<file path="src/source/soc_consts.svh">
// SoC bus constants
// region codes, misc register indices, flash select timing and memory size

`ifndef SOC_CONSTS_SVH
`define SOC_CONSTS_SVH

// ---------------------------------------------------------------------------
// address regions, top nibble of the bus address
// ---------------------------------------------------------------------------
`define SOC_REGION_MISC       4'h2
`define SOC_REGION_RAM        4'h4

// read value returned for an unmapped region
`define SOC_BUS_ERROR_DATA    32'hDEADBEEF
`define SOC_VERSION           32'h00000000

// ---------------------------------------------------------------------------
// misc register indices, address bits 6:2
// ---------------------------------------------------------------------------
`define MISC_REG_LED          5'd0
`define MISC_REG_BTN          5'd1
`define MISC_REG_SOC_VER      5'd2
`define MISC_REG_FLASH_SEL    5'd13
`define MISC_REG_GENIO_IN     5'd17
`define MISC_REG_GENIO_OUT    5'd18
`define MISC_REG_GENIO_OE     5'd19
`define MISC_REG_GENIO_W2S    5'd20
`define MISC_REG_GENIO_W2C    5'd21
`define MISC_REG_GPEXT_IN     5'd22
`define MISC_REG_GPEXT_OUT    5'd23
`define MISC_REG_GPEXT_OE     5'd24
`define MISC_REG_GPEXT_W2S    5'd25
`define MISC_REG_GPEXT_W2C    5'd26

// ---------------------------------------------------------------------------
// flash select sequencer
// ---------------------------------------------------------------------------
// matched against bits 31:8 of the FLASH_SEL write
`define FSEL_RELOAD_KEY       24'hD0F1A5
`define FSEL_DELAY_START      3'd7
// select clock is high while the counter is inside this window
`define FSEL_CLK_HI           3'd5
`define FSEL_CLK_LO           3'd3

// scratch memory depth in words
`define RAM_WORDS             64

`endif
</file>
<file path="src/source/soc_pkg.sv">
// SoC bus types
// vector widths shared by the decoder, register block, memory and sequencer

package soc_pkg;

	// bus side
	typedef logic [31:0] bus_addr_t;
	typedef logic [31:0] bus_data_t;
	// zero strobes mean a read
	typedef logic [3:0]  bus_strb_t;

	// misc register index from address bits 6:2
	typedef logic [4:0]  misc_idx_t;

	// io banks
	typedef logic [29:0] genio_t;
	typedef logic [7:0]  pmod_t;
	typedef logic [15:0] led_t;

	// flash select sequencer states
	typedef enum logic [1:0] {
		FSEL_IDLE,
		FSEL_COUNT,
		FSEL_RELOAD
	} fsel_state_t;

endpackage

</file>
<file path="src/source/soc_misc_top.sv">
// SoC system bus top level
// region decoder, misc register block, scratch memory and flash select
// sequencer wired to the bus master and the board pins

`timescale 1ns/1ps

module soc_misc_top import soc_pkg::*; (
	input  logic       clk48m,
	input  logic       rst,

	// bus master side
	input  logic       bus_valid_i,
	input  bus_addr_t  bus_addr_i,
	input  bus_data_t  bus_wdata_i,
	input  bus_strb_t  bus_wstrb_i,
	output bus_data_t  bus_rdata_o,
	output logic       bus_ready_o,
	output logic       bus_error_irq_o,

	// board pins
	input  logic [7:0] btn_i,
	output led_t       led_o,
	input  genio_t     genio_in_i,
	output genio_t     genio_out_o,
	output genio_t     genio_oe_o,
	input  pmod_t      pmod_in_i,
	output pmod_t      pmod_out_o,
	output pmod_t      pmod_oe_o,
	output logic       irda_sd_o,
	output logic       fsel_d_o,
	output logic       fsel_c_o,
	output logic       programn_o
);

	logic      misc_sel;
	logic      ram_sel;
	bus_data_t misc_rdata;
	bus_data_t ram_rdata;
	logic      ram_ready;
	logic      fsel_strobe;
	logic      reload_req;

	bus_decoder i_decoder (
		.clk48m       (clk48m),
		.rst          (rst),
		.bus_valid_i  (bus_valid_i),
		.bus_addr_i   (bus_addr_i),
		.misc_rdata_i (misc_rdata),
		.ram_rdata_i  (ram_rdata),
		.ram_ready_i  (ram_ready),
		.misc_sel_o   (misc_sel),
		.ram_sel_o    (ram_sel),
		.bus_rdata_o  (bus_rdata_o),
		.bus_ready_o  (bus_ready_o),
		.bus_error_o  (bus_error_irq_o)
	);

	misc_regs i_misc_regs (
		.clk48m        (clk48m),
		.rst           (rst),
		.misc_sel_i    (misc_sel),
		.bus_idx_i     (bus_addr_i[6:2]),
		.bus_wdata_i   (bus_wdata_i),
		.bus_wstrb_i   (bus_wstrb_i),
		.btn_i         (btn_i),
		.genio_in_i    (genio_in_i),
		.pmod_in_i     (pmod_in_i),
		.misc_rdata_o  (misc_rdata),
		.led_o         (led_o),
		.genio_out_o   (genio_out_o),
		.genio_oe_o    (genio_oe_o),
		.pmod_out_o    (pmod_out_o),
		.pmod_oe_o     (pmod_oe_o),
		.irda_sd_o     (irda_sd_o),
		.fsel_d_o      (fsel_d_o),
		.fsel_strobe_o (fsel_strobe),
		.reload_req_o  (reload_req)
	);

	// word address within the scratch memory
	scratch_ram i_scratch_ram (
		.clk48m      (clk48m),
		.rst         (rst),
		.ram_sel_i   (ram_sel),
		.ram_addr_i  (bus_addr_i[7:2]),
		.ram_wdata_i (bus_wdata_i),
		.ram_wstrb_i (bus_wstrb_i),
		.ram_rdata_o (ram_rdata),
		.ram_ready_o (ram_ready)
	);

	flash_select_seq i_fsel_seq (
		.clk48m        (clk48m),
		.rst           (rst),
		.fsel_strobe_i (fsel_strobe),
		.reload_req_i  (reload_req),
		.fsel_c_o      (fsel_c_o),
		.programn_o    (programn_o)
	);

endmodule

</file>
<file path="src/source/flash_select_seq.sv">
// Flash select and reload sequencer
// delays the flash select clock edge after a FLASH_SEL write and pulls
// PROGRAMN once the select has settled and a reload was requested

`timescale 1ns/1ps
`include "soc_consts.svh"

module flash_select_seq import soc_pkg::*; (
	input  logic clk48m,
	input  logic rst,
	input  logic fsel_strobe_i,
	input  logic reload_req_i,
	output logic fsel_c_o,
	output logic programn_o
);

	fsel_state_t state_q;
	logic [2:0]  count_q;

	always_ff @(posedge clk48m) begin
		if (rst) begin
			state_q <= FSEL_IDLE;
			count_q <= '0;
		end else begin
			case (state_q)
				FSEL_IDLE: begin
					if (fsel_strobe_i) begin
						count_q <= `FSEL_DELAY_START;
						state_q <= FSEL_COUNT;
					end
				end
				FSEL_COUNT: begin
					// a new write restarts the delay
					if (fsel_strobe_i) begin
						count_q <= `FSEL_DELAY_START;
					end else begin
						count_q <= count_q - 3'd1;
						if (count_q == 3'd1) begin
							state_q <= reload_req_i ? FSEL_RELOAD : FSEL_IDLE;
						end
					end
				end
				// reload is final, only reset leaves it
				FSEL_RELOAD: begin
				end
				default: begin
					state_q <= FSEL_IDLE;
				end
			endcase
		end
	end

	assign fsel_c_o   = (count_q <= `FSEL_CLK_HI) && (count_q >= `FSEL_CLK_LO);
	assign programn_o = (state_q != FSEL_RELOAD);

	// once the FPGA reload starts the pin must stay low
	a_programn_sticky: assert property (
		@(posedge clk48m) disable iff (rst)
		!programn_o |=> !programn_o
	) else $error("programn released before reset");

endmodule

</file>
<file path="src/source/scratch_ram.sv">
// Scratch word memory
// byte-strobed writes, registered read data, one wait state per access

`timescale 1ns/1ps
`include "soc_consts.svh"

module scratch_ram import soc_pkg::*; (
	input  logic      clk48m,
	input  logic      rst,
	input  logic      ram_sel_i,
	input  logic [5:0] ram_addr_i,
	input  bus_data_t ram_wdata_i,
	input  bus_strb_t ram_wstrb_i,
	output bus_data_t ram_rdata_o,
	output logic      ram_ready_o
);

	bus_data_t mem [0:`RAM_WORDS-1];
	logic      pending_q;

	// second cycle of the access completes it
	assign ram_ready_o = ram_sel_i && pending_q;

	always_ff @(posedge clk48m) begin
		if (rst) begin
			pending_q <= 1'b0;
		end else if (ram_ready_o) begin
			pending_q <= 1'b0;
		end else if (ram_sel_i) begin
			pending_q <= 1'b1;
		end
	end

	// read is fetched in the wait cycle, write lands on the ready edge
	always_ff @(posedge clk48m) begin
		if (ram_sel_i && !pending_q) begin
			ram_rdata_o <= mem[ram_addr_i];
		end
		for (int b = 0; b < 4; b++) begin
			if (ram_ready_o && ram_wstrb_i[b]) begin
				mem[ram_addr_i][8*b +: 8] <= ram_wdata_i[8*b +: 8];
			end
		end
	end

endmodule

</file>
<file path="src/source/misc_regs.sv">
// Miscellaneous register block
// LED latch, button readback, version word, general IO and extension banks
// with set/clear writes, and the flash select control register

`timescale 1ns/1ps
`include "soc_consts.svh"

module misc_regs import soc_pkg::*; (
	input  logic      clk48m,
	input  logic      rst,
	input  logic      misc_sel_i,
	input  misc_idx_t bus_idx_i,
	input  bus_data_t bus_wdata_i,
	input  bus_strb_t bus_wstrb_i,
	input  logic [7:0] btn_i,
	input  genio_t    genio_in_i,
	input  pmod_t     pmod_in_i,
	output bus_data_t misc_rdata_o,
	output led_t      led_o,
	output genio_t    genio_out_o,
	output genio_t    genio_oe_o,
	output pmod_t     pmod_out_o,
	output pmod_t     pmod_oe_o,
	output logic      irda_sd_o,
	output logic      fsel_d_o,
	output logic      fsel_strobe_o,
	output logic      reload_req_o
);

	logic wr_en;

	// only the low strobe bit qualifies a register write
	assign wr_en = misc_sel_i && bus_wstrb_i[0];

	// ------------------------------------------------------------------------
	// register writes
	// ------------------------------------------------------------------------
	always_ff @(posedge clk48m) begin
		if (rst) begin
			led_o         <= '0;
			genio_out_o   <= '0;
			genio_oe_o    <= '0;
			pmod_out_o    <= '0;
			pmod_oe_o     <= '0;
			irda_sd_o     <= 1'b1;
			fsel_d_o      <= 1'b0;
			fsel_strobe_o <= 1'b0;
			reload_req_o  <= 1'b0;
		end else begin
			fsel_strobe_o <= 1'b0;
			if (wr_en) begin
				case (bus_idx_i)
					`MISC_REG_LED: begin
						led_o <= bus_wdata_i[15:0];
					end
					`MISC_REG_FLASH_SEL: begin
						fsel_d_o      <= bus_wdata_i[0];
						fsel_strobe_o <= 1'b1;
						// the key arms an FPGA reload once the select has settled
						if (bus_wdata_i[31:8] == `FSEL_RELOAD_KEY) begin
							reload_req_o <= 1'b1;
						end
					end
					`MISC_REG_GENIO_OUT: begin
						genio_out_o <= bus_wdata_i[29:0];
					end
					`MISC_REG_GENIO_OE: begin
						genio_oe_o <= bus_wdata_i[29:0];
					end
					`MISC_REG_GENIO_W2S: begin
						genio_out_o <= genio_out_o | bus_wdata_i[29:0];
					end
					`MISC_REG_GENIO_W2C: begin
						genio_out_o <= genio_out_o & ~bus_wdata_i[29:0];
					end
					`MISC_REG_GPEXT_OUT: begin
						irda_sd_o  <= bus_wdata_i[30];
						pmod_out_o <= bus_wdata_i[23:16];
					end
					`MISC_REG_GPEXT_OE: begin
						pmod_oe_o <= bus_wdata_i[23:16];
					end
					`MISC_REG_GPEXT_W2S: begin
						irda_sd_o  <= irda_sd_o | bus_wdata_i[30];
						pmod_out_o <= pmod_out_o | bus_wdata_i[23:16];
					end
					`MISC_REG_GPEXT_W2C: begin
						irda_sd_o  <= irda_sd_o & ~bus_wdata_i[30];
						pmod_out_o <= pmod_out_o & ~bus_wdata_i[23:16];
					end
					default: begin
					end
				endcase
			end
		end
	end

	// ------------------------------------------------------------------------
	// readback
	// ------------------------------------------------------------------------
	always_comb begin
		case (bus_idx_i)
			`MISC_REG_LED:       misc_rdata_o = {16'h0, led_o};
			// buttons are active low on the board
			`MISC_REG_BTN:       misc_rdata_o = {24'h0, ~btn_i};
			`MISC_REG_SOC_VER:   misc_rdata_o = `SOC_VERSION;
			`MISC_REG_FLASH_SEL: misc_rdata_o = {31'h0, fsel_d_o};
			`MISC_REG_GENIO_IN:  misc_rdata_o = {2'h0, genio_in_i};
			`MISC_REG_GENIO_OUT: misc_rdata_o = {2'h0, genio_out_o};
			`MISC_REG_GENIO_OE:  misc_rdata_o = {2'h0, genio_oe_o};
			`MISC_REG_GPEXT_IN:  misc_rdata_o = {8'h0, pmod_in_i, 16'h0};
			`MISC_REG_GPEXT_OUT: misc_rdata_o = {1'b0, irda_sd_o, 6'h0, pmod_out_o, 16'h0};
			`MISC_REG_GPEXT_OE:  misc_rdata_o = {8'h0, pmod_oe_o, 16'h0};
			default:             misc_rdata_o = '0;
		endcase
	end

	// ------------------------------------------------------------------------
	// checks
	// ------------------------------------------------------------------------
	// the master drops valid after each access, so the sequencer
	// never sees back-to-back strobes
	a_fsel_strobe_pulse: assert property (
		@(posedge clk48m) disable iff (rst)
		fsel_strobe_o |=> !fsel_strobe_o
	) else $error("flash select strobe held for two cycles");

endmodule

</file>
<file path="src/source/bus_decoder.sv">
// System bus region decoder
// turns the top address nibble into target selects, muxes the read data,
// merges the ready lines and flags accesses to unmapped regions

`timescale 1ns/1ps
`include "soc_consts.svh"

module bus_decoder import soc_pkg::*; (
	input  logic      clk48m,
	input  logic      rst,
	input  logic      bus_valid_i,
	input  bus_addr_t bus_addr_i,
	input  bus_data_t misc_rdata_i,
	input  bus_data_t ram_rdata_i,
	input  logic      ram_ready_i,
	output logic      misc_sel_o,
	output logic      ram_sel_o,
	output bus_data_t bus_rdata_o,
	output logic      bus_ready_o,
	output logic      bus_error_o
);

	logic [3:0] region;
	logic       hit_misc;
	logic       hit_ram;

	assign region   = bus_addr_i[31:28];
	assign hit_misc = (region == `SOC_REGION_MISC);
	assign hit_ram  = (region == `SOC_REGION_RAM);

	// selects follow valid directly
	assign misc_sel_o  = bus_valid_i && hit_misc;
	assign ram_sel_o   = bus_valid_i && hit_ram;
	assign bus_error_o = bus_valid_i && !hit_misc && !hit_ram;

	always_comb begin
		if (hit_misc) begin
			bus_rdata_o = misc_rdata_i;
		end else if (hit_ram) begin
			bus_rdata_o = ram_rdata_i;
		end else begin
			bus_rdata_o = `SOC_BUS_ERROR_DATA;
		end
	end

	// misc registers and bus errors complete with no wait state,
	// the scratch memory brings its own ready
	assign bus_ready_o = misc_sel_o || ram_ready_i || bus_error_o;

	// ------------------------------------------------------------------------
	// checks
	// ------------------------------------------------------------------------
	// the memory must only answer while it is addressed
	a_ram_ready_selected: assert property (
		@(posedge clk48m) disable iff (rst)
		ram_ready_i |-> ram_sel_o
	) else $error("scratch memory ready without select");

endmodule

</file>
<file path="config.mk">
export PLATFORM = sky130hd
export DESIGN_NAME = soc_misc_top
export DESIGN_NICKNAME = d
export VERILOG_FILES = /design/src/source/soc_pkg.sv /design/src/source/soc_misc_top.sv /design/src/source/flash_select_seq.sv /design/src/source/scratch_ram.sv /design/src/source/misc_regs.sv /design/src/source/bus_decoder.sv
export VERILOG_INCLUDE_DIRS = /design/src /design/src/source
export SDC_FILE = /design/constraint.sdc
export NUM_CORES = 2
export LEC_CHECK = 0
export BUFFER_PORTS_ARGS = -buffer_cell sky130_fd_sc_hd__buf_2
export CORE_UTILIZATION = 45
export CTS_CLUSTER_SIZE = 30
export DETAILED_ROUTE_END_ITERATION = 6
export PLACE_DENSITY = 0.71
export SYNTH_ARGS = -nofsm -noshare
export SYNTH_HDL_FRONTEND = slang
export SYNTH_SLANG_ARGS = --single-unit
</file>
<file path="constraint.sdc">
create_clock -name clk48m -period 2.5 [get_ports clk48m]
set_clock_uncertainty 0.2 [all_clocks]
set_input_delay 0 -clock clk48m [delete_from_list [all_inputs] [get_ports clk48m]]
set_output_delay 0 -clock clk48m [all_outputs]
set_load 0.05 [all_outputs]
</file>
==> report_table.html <==
<table>
<tr><th>Metric</th><th>Value</th></tr>
<tr><th colspan="2">Logic synthesis</th></tr>
<tr><td>Net Count, Synth</td><td>4481</td></tr>
<tr><td>Cell types occupying the most area after synthesis</td><td>sky130_fd_sc_hd__edfxtp_1 (74%), sky130_fd_sc_hd__mux4_2 (14%), sky130_fd_sc_hd__a22oi_1 (2.4%), sky130_fd_sc_hd__dfxtp_1 (2.4%), sky130_fd_sc_hd__nor2_1 (1.7%)</td></tr>
<tr><td>Per-instance average area after synthesis</td><td>19.5 sq um</td></tr>
<tr><td>Post-synthesis instance total</td><td>4361</td></tr>
<tr><td>Synthesized flop and latch total</td><td>2182</td></tr>
<tr><td>Number of warnings printed during yosys synthesis</td><td>0</td></tr>
<tr><td>Proportion of synthesized chip area in sequential cells</td><td>0.760</td></tr>
<tr><td>Leading area contributor after synthesis</td><td>sky130_fd_sc_hd__edfxtp_1</td></tr>
<tr><td>Top cell type's share of synthesized area</td><td>0.736</td></tr>
<tr><td>Cell Area, Synth</td><td>0.0848 sq mm</td></tr>
<tr><td>Most used flip-flop cell after synthesis</td><td>sky130_fd_sc_hd__edfxtp_1</td></tr>
<tr><td>Share of synthesized flip-flops with an asynchronous set or reset</td><td>0</td></tr>
<tr><td>Synth unique cells</td><td>54</td></tr>
<tr><td>EDFF count, synth</td><td>2080</td></tr>
<tr><th colspan="2">Placement</th></tr>
<tr><td>Final Wtd Congestion</td><td>1.00</td></tr>
<tr><td>DP Worst Slack</td><td>-0.271 ns</td></tr>
<tr><td>Placed Instances</td><td>7392</td></tr>
<tr><td>Buffers on Ports</td><td>224</td></tr>
<tr><td>Placed wire-length estimate after detailed placement</td><td>160 mm</td></tr>
<tr><th colspan="2">Hold path</th></tr>
<tr><td>Min-delay worst type</td><td>in2reg</td></tr>
<tr><th colspan="2">Pwr</th></tr>
<tr><td>Total leakage power</td><td>32.6 nW</td></tr>
<tr><td>Peak supply drop</td><td>656 uV</td></tr>
<tr><td>Power consumption</td><td>74.1 mW</td></tr>
<tr><td>Power per cell area</td><td>732 mW/mm^2</td></tr>
<tr><th colspan="2">Detailed routing</th></tr>
<tr><td>Post-route ant nets</td><td>0</td></tr>
<tr><td>Average vias per placed instance</td><td>6.11</td></tr>
<tr><td>Count of TritonRoute iterations in the first routing pass</td><td>7</td></tr>
<tr><td>DRT Wirelength</td><td>244 mm</td></tr>
<tr><td>Via Count</td><td>48200</td></tr>
<tr><td>Number of remaining DRC errors</td><td>5</td></tr>
<tr><td>DRT iter0 DRCs</td><td>6470</td></tr>
<tr><td>Average detailed-routed wire length per instance</td><td>31.0 microns</td></tr>
<tr><th colspan="2">Cells and area</th></tr>
<tr><td>Core occupancy in the finished layout</td><td>0.539</td></tr>
<tr><td>Share of cells above drive strength 1</td><td>0.311</td></tr>
<tr><td>Filler cell count in the final layout</td><td>14100</td></tr>
<tr><td>Fin cells</td><td>7886</td></tr>
<tr><td>Most frequent cells in the layout</td><td>sky130_fd_sc_hd__edfxtp_1 (2080), sky130_fd_sc_hd__mux4_2 (512), sky130_fd_sc_hd__buf_4 (507)</td></tr>
<tr><td>Commonest non-fill, non-tap cell in the layout</td><td>sky130_fd_sc_hd__edfxtp_1</td></tr>
<tr><td>Synth-to-layout area growth</td><td>19.3%</td></tr>
<tr><td>Net count of the finished layout</td><td>5332</td></tr>
<tr><th colspan="2">Critical path</th></tr>
<tr><td>Critical-path maximum fanout</td><td>1</td></tr>
<tr><td>Crit path max-delay family</td><td>flip-flops</td></tr>
<tr><td>Number of buffer and inverter stages on the critical path</td><td>1</td></tr>
<tr><td>Data arrival, critical path</td><td>2.32 ns</td></tr>
<tr><td>Worst Setup End Kind</td><td>output pin</td></tr>
<tr><td>Critical Path, Cell by Cell</td><td>nor2_1 &gt; o2bb2ai_1 &gt; buf_12</td></tr>
<tr><td>Crit start category</td><td>flop</td></tr>
<tr><td>Required arrival time at the worst endpoint</td><td>2.30 ns</td></tr>
<tr><td>Class of the most critical setup path</td><td>reg2out</td></tr>
<tr><td>Delay of the slowest critical-path stage</td><td>0.70 ns</td></tr>
<tr><td>Cell type of the slowest stage on the worst timing path</td><td>sky130_fd_sc_hd__edfxtp_1</td></tr>
<tr><th colspan="2">Timing</th></tr>
<tr><td>Setup repair after global routing missed its margin</td><td>true</td></tr>
<tr><td>Slew @ Worst Pin</td><td>1.04 ns</td></tr>
<tr><td>Period utilisation layout</td><td>1.01</td></tr>
<tr><td>Total of endpoints with negative setup slack in the final report</td><td>3</td></tr>
<tr><td>Count of final max-slew check failures</td><td>0</td></tr>
<tr><td>Worst slew slack as a fraction of its limit</td><td>0.302</td></tr>
<tr><td>Post-route setup slack</td><td>-0.0170 ns</td></tr>
<tr><td>Max frequency</td><td>397 MHz</td></tr>
<tr><td>Final Hold Viols</td><td>0</td></tr>
<tr><td>Minimum hold slack</td><td>0.0345 ns</td></tr>
<tr><td>Minimum clock period</td><td>2.52 ns</td></tr>
<tr><th colspan="2">Clock network</th></tr>
<tr><td>Clock network latency to the later pin of the worst-skew pair</td><td>0.85 ns</td></tr>
<tr><td>Worst-path clk slew</td><td>0.06 ns</td></tr>
<tr><td>CTS root buffer</td><td>sky130_fd_sc_hd__clkbuf_16</td></tr>
<tr><td># H-tree levels</td><td>4</td></tr>
<tr><td>Sink count of the clock tree</td><td>2182</td></tr>
<tr><td>Total clock buffers created by CTS</td><td>208</td></tr>
<tr><td>CTS tree</td><td>done</td></tr>
<tr><td>Buffer levels on the longest clock path</td><td>3</td></tr>
<tr><th colspan="2">Die</th></tr>
<tr><td>Initial core utilization</td><td>0.452</td></tr>
<tr><td>Number of top-level pins</td><td>247</td></tr>
<tr><td>Number of placement rows</td><td>159</td></tr>
<tr><td>Core region area</td><td>0.188 sq mm</td></tr>
<tr><td>Width of the die</td><td>436 microns</td></tr>
<tr><td>Die height</td><td>436 microns</td></tr>
<tr><td>Die area</td><td>0.190 sq mm</td></tr>
<tr><th colspan="2">Status</th></tr>
<tr><td>Status</td><td>finished, violations left</td></tr>
<tr><td>Failing checks</td><td>design-rule violations, negative setup slack</td></tr>
<tr><th colspan="2">Global routing</th></tr>
<tr><td>Wire length of the first global-routing pass</td><td>347 mm</td></tr>
<tr><td>Global route overflow</td><td>0</td></tr>
<tr><td>Number of antenna violations at the first check in global routing</td><td>20</td></tr>
<tr><td>Global Route Usage Sum</td><td>0.255</td></tr>
<tr><td>Largest net degree at the start of global routing</td><td>71</td></tr>
<tr><td>Via count of the first global-routing pass</td><td>47600</td></tr>
<tr><th colspan="2">Flow run</th></tr>
<tr><td>Maxcap violations</td><td>0</td></tr>
</table>
## cells by family after synthesis
logic type	after synthesis	share of synthesized area
buffers and inverters	286	0.0168
xor gates and xnor gates	2	0.000206
muxes	525	0.137
AOI/OAI and AO/OA	651	0.0495
and+or+nand+nor	712	0.0353
adders and majority gates	3	0.000442
DFF	2182	0.760
## synth_stat cells (4+ instances only)
cell type                   count
sky130_fd_sc_hd__clkbuf_1      95
sky130_fd_sc_hd__buf_6         11
sky130_fd_sc_hd__a222oi_1      21
sky130_fd_sc_hd__edfxtp_1    2080
sky130_fd_sc_hd__a21oi_1      260
sky130_fd_sc_hd__a22oi_1      273
sky130_fd_sc_hd__o21ai_0       43
sky130_fd_sc_hd__nor2_1       382
sky130_fd_sc_hd__mux2i_1       10
sky130_fd_sc_hd__nor2b_1        5
sky130_fd_sc_hd__and2_1         4
sky130_fd_sc_hd__mux4_2       512
sky130_fd_sc_hd__o22ai_1       13
sky130_fd_sc_hd__buf_2        140
sky130_fd_sc_hd__a221oi_1       8
sky130_fd_sc_hd__buf_1          8
sky130_fd_sc_hd__a22o_1        10
sky130_fd_sc_hd__o2bb2ai_1     10
sky130_fd_sc_hd__buf_4         25
sky130_fd_sc_hd__dfxtp_1      102
sky130_fd_sc_hd__a211oi_1       6
sky130_fd_sc_hd__nand2_1      232
sky130_fd_sc_hd__inv_1          6
sky130_fd_sc_hd__nor3b_1        4
sky130_fd_sc_hd__and3_1        10
sky130_fd_sc_hd__nor3_1        41
sky130_fd_sc_hd__nor3_2         5
sky130_fd_sc_hd__nand3_1        4
## sequential cells by signal, summed over array words and instances (netlist names), 2 cells and up
signal                     count
i_scratch_ram.ram_rdata_o     32
i_misc_regs.pmod_out_o         8
i_fsel_seq.state_q             2
i_misc_regs.pmod_oe_o          8
i_misc_regs.genio_oe_o        30
i_misc_regs.led_o             16
i_scratch_ram.mem           2048
i_fsel_seq.count_q             3
i_misc_regs.genio_out_o       30
## worst paths after layout
kind                                 start  slack [ns]  depth (start not counted)                            to
max          i_scratch_ram.ram_rdata_o[15]       -0.02                          3               bus_rdata_o[15]
min                        bus_wdata_i[12]        0.03                          2      i_scratch_ram.mem[7][12]
max reg2reg       i_scratch_ram.mem[13][4]        0.18                          5  i_scratch_ram.ram_rdata_o[4]
min reg2reg     i_misc_regs.genio_oe_o[23]        0.27                          2    i_misc_regs.genio_oe_o[23]
## layer usage
layer | vias to the layer above | routed length [microns] | global-route usage
li1 | 19600 | - | -
met1 | 25100 | 89100 | 0.338
met2 | 2975 | 115000 | 0.400
met3 | 488 | 27100 | 0.0606
met4 | 14 | 12400 | 0.120
met5 | - | 86 | 0
## what timing repair did
action                                   CTS  global route
hold buffers                             102             0
endpoints found under the setup margin     8            47
hold endpoints to repair                4171             0
buffers inserted                           1             2
pin swaps                                  1             5
resized for setup                         15            18
## report_power, final
part | leakage [nW] | internal (mW) | switching (mW)
clock | 3.15 | 16.6 | 13.5
sequential | 19.5 | 40.0 | 0.0130
combinational | 9.94 | 1.55 | 2.48
total | 32.6 | 58.1 | 16.0
## through the flow
step	cell area [sq um]	TNS, ns
after floorplan	84800	0
after global placement	93500	-19.11
after detailed placement	93500	-16.30
after CTS	101000	-0.0165
after global routing	101000	-0.0426
final	101000	-0.0341
## layout make-up
| cell class | count | area [sq um] | area share |
|---|---|---|---|
| Antenna cell | 13 | 32.5 | 0.000321 |
| Inverter | 6 | 22.5 | 0.000223 |
| Timing Repair Buffer | 921 | 7970 | 0.0788 |
| Clock inverter | 120 | 1040 | 0.0103 |
| Clock buffer | 256 | 5430 | 0.0536 |
| Multi-Input combinational cell | 1893 | 19100 | 0.189 |
| Sequential cell | 2182 | 64500 | 0.637 |
| Tap cell | 2495 | 3120 | 0.0308 |
(Power assumes the default switching activity.)
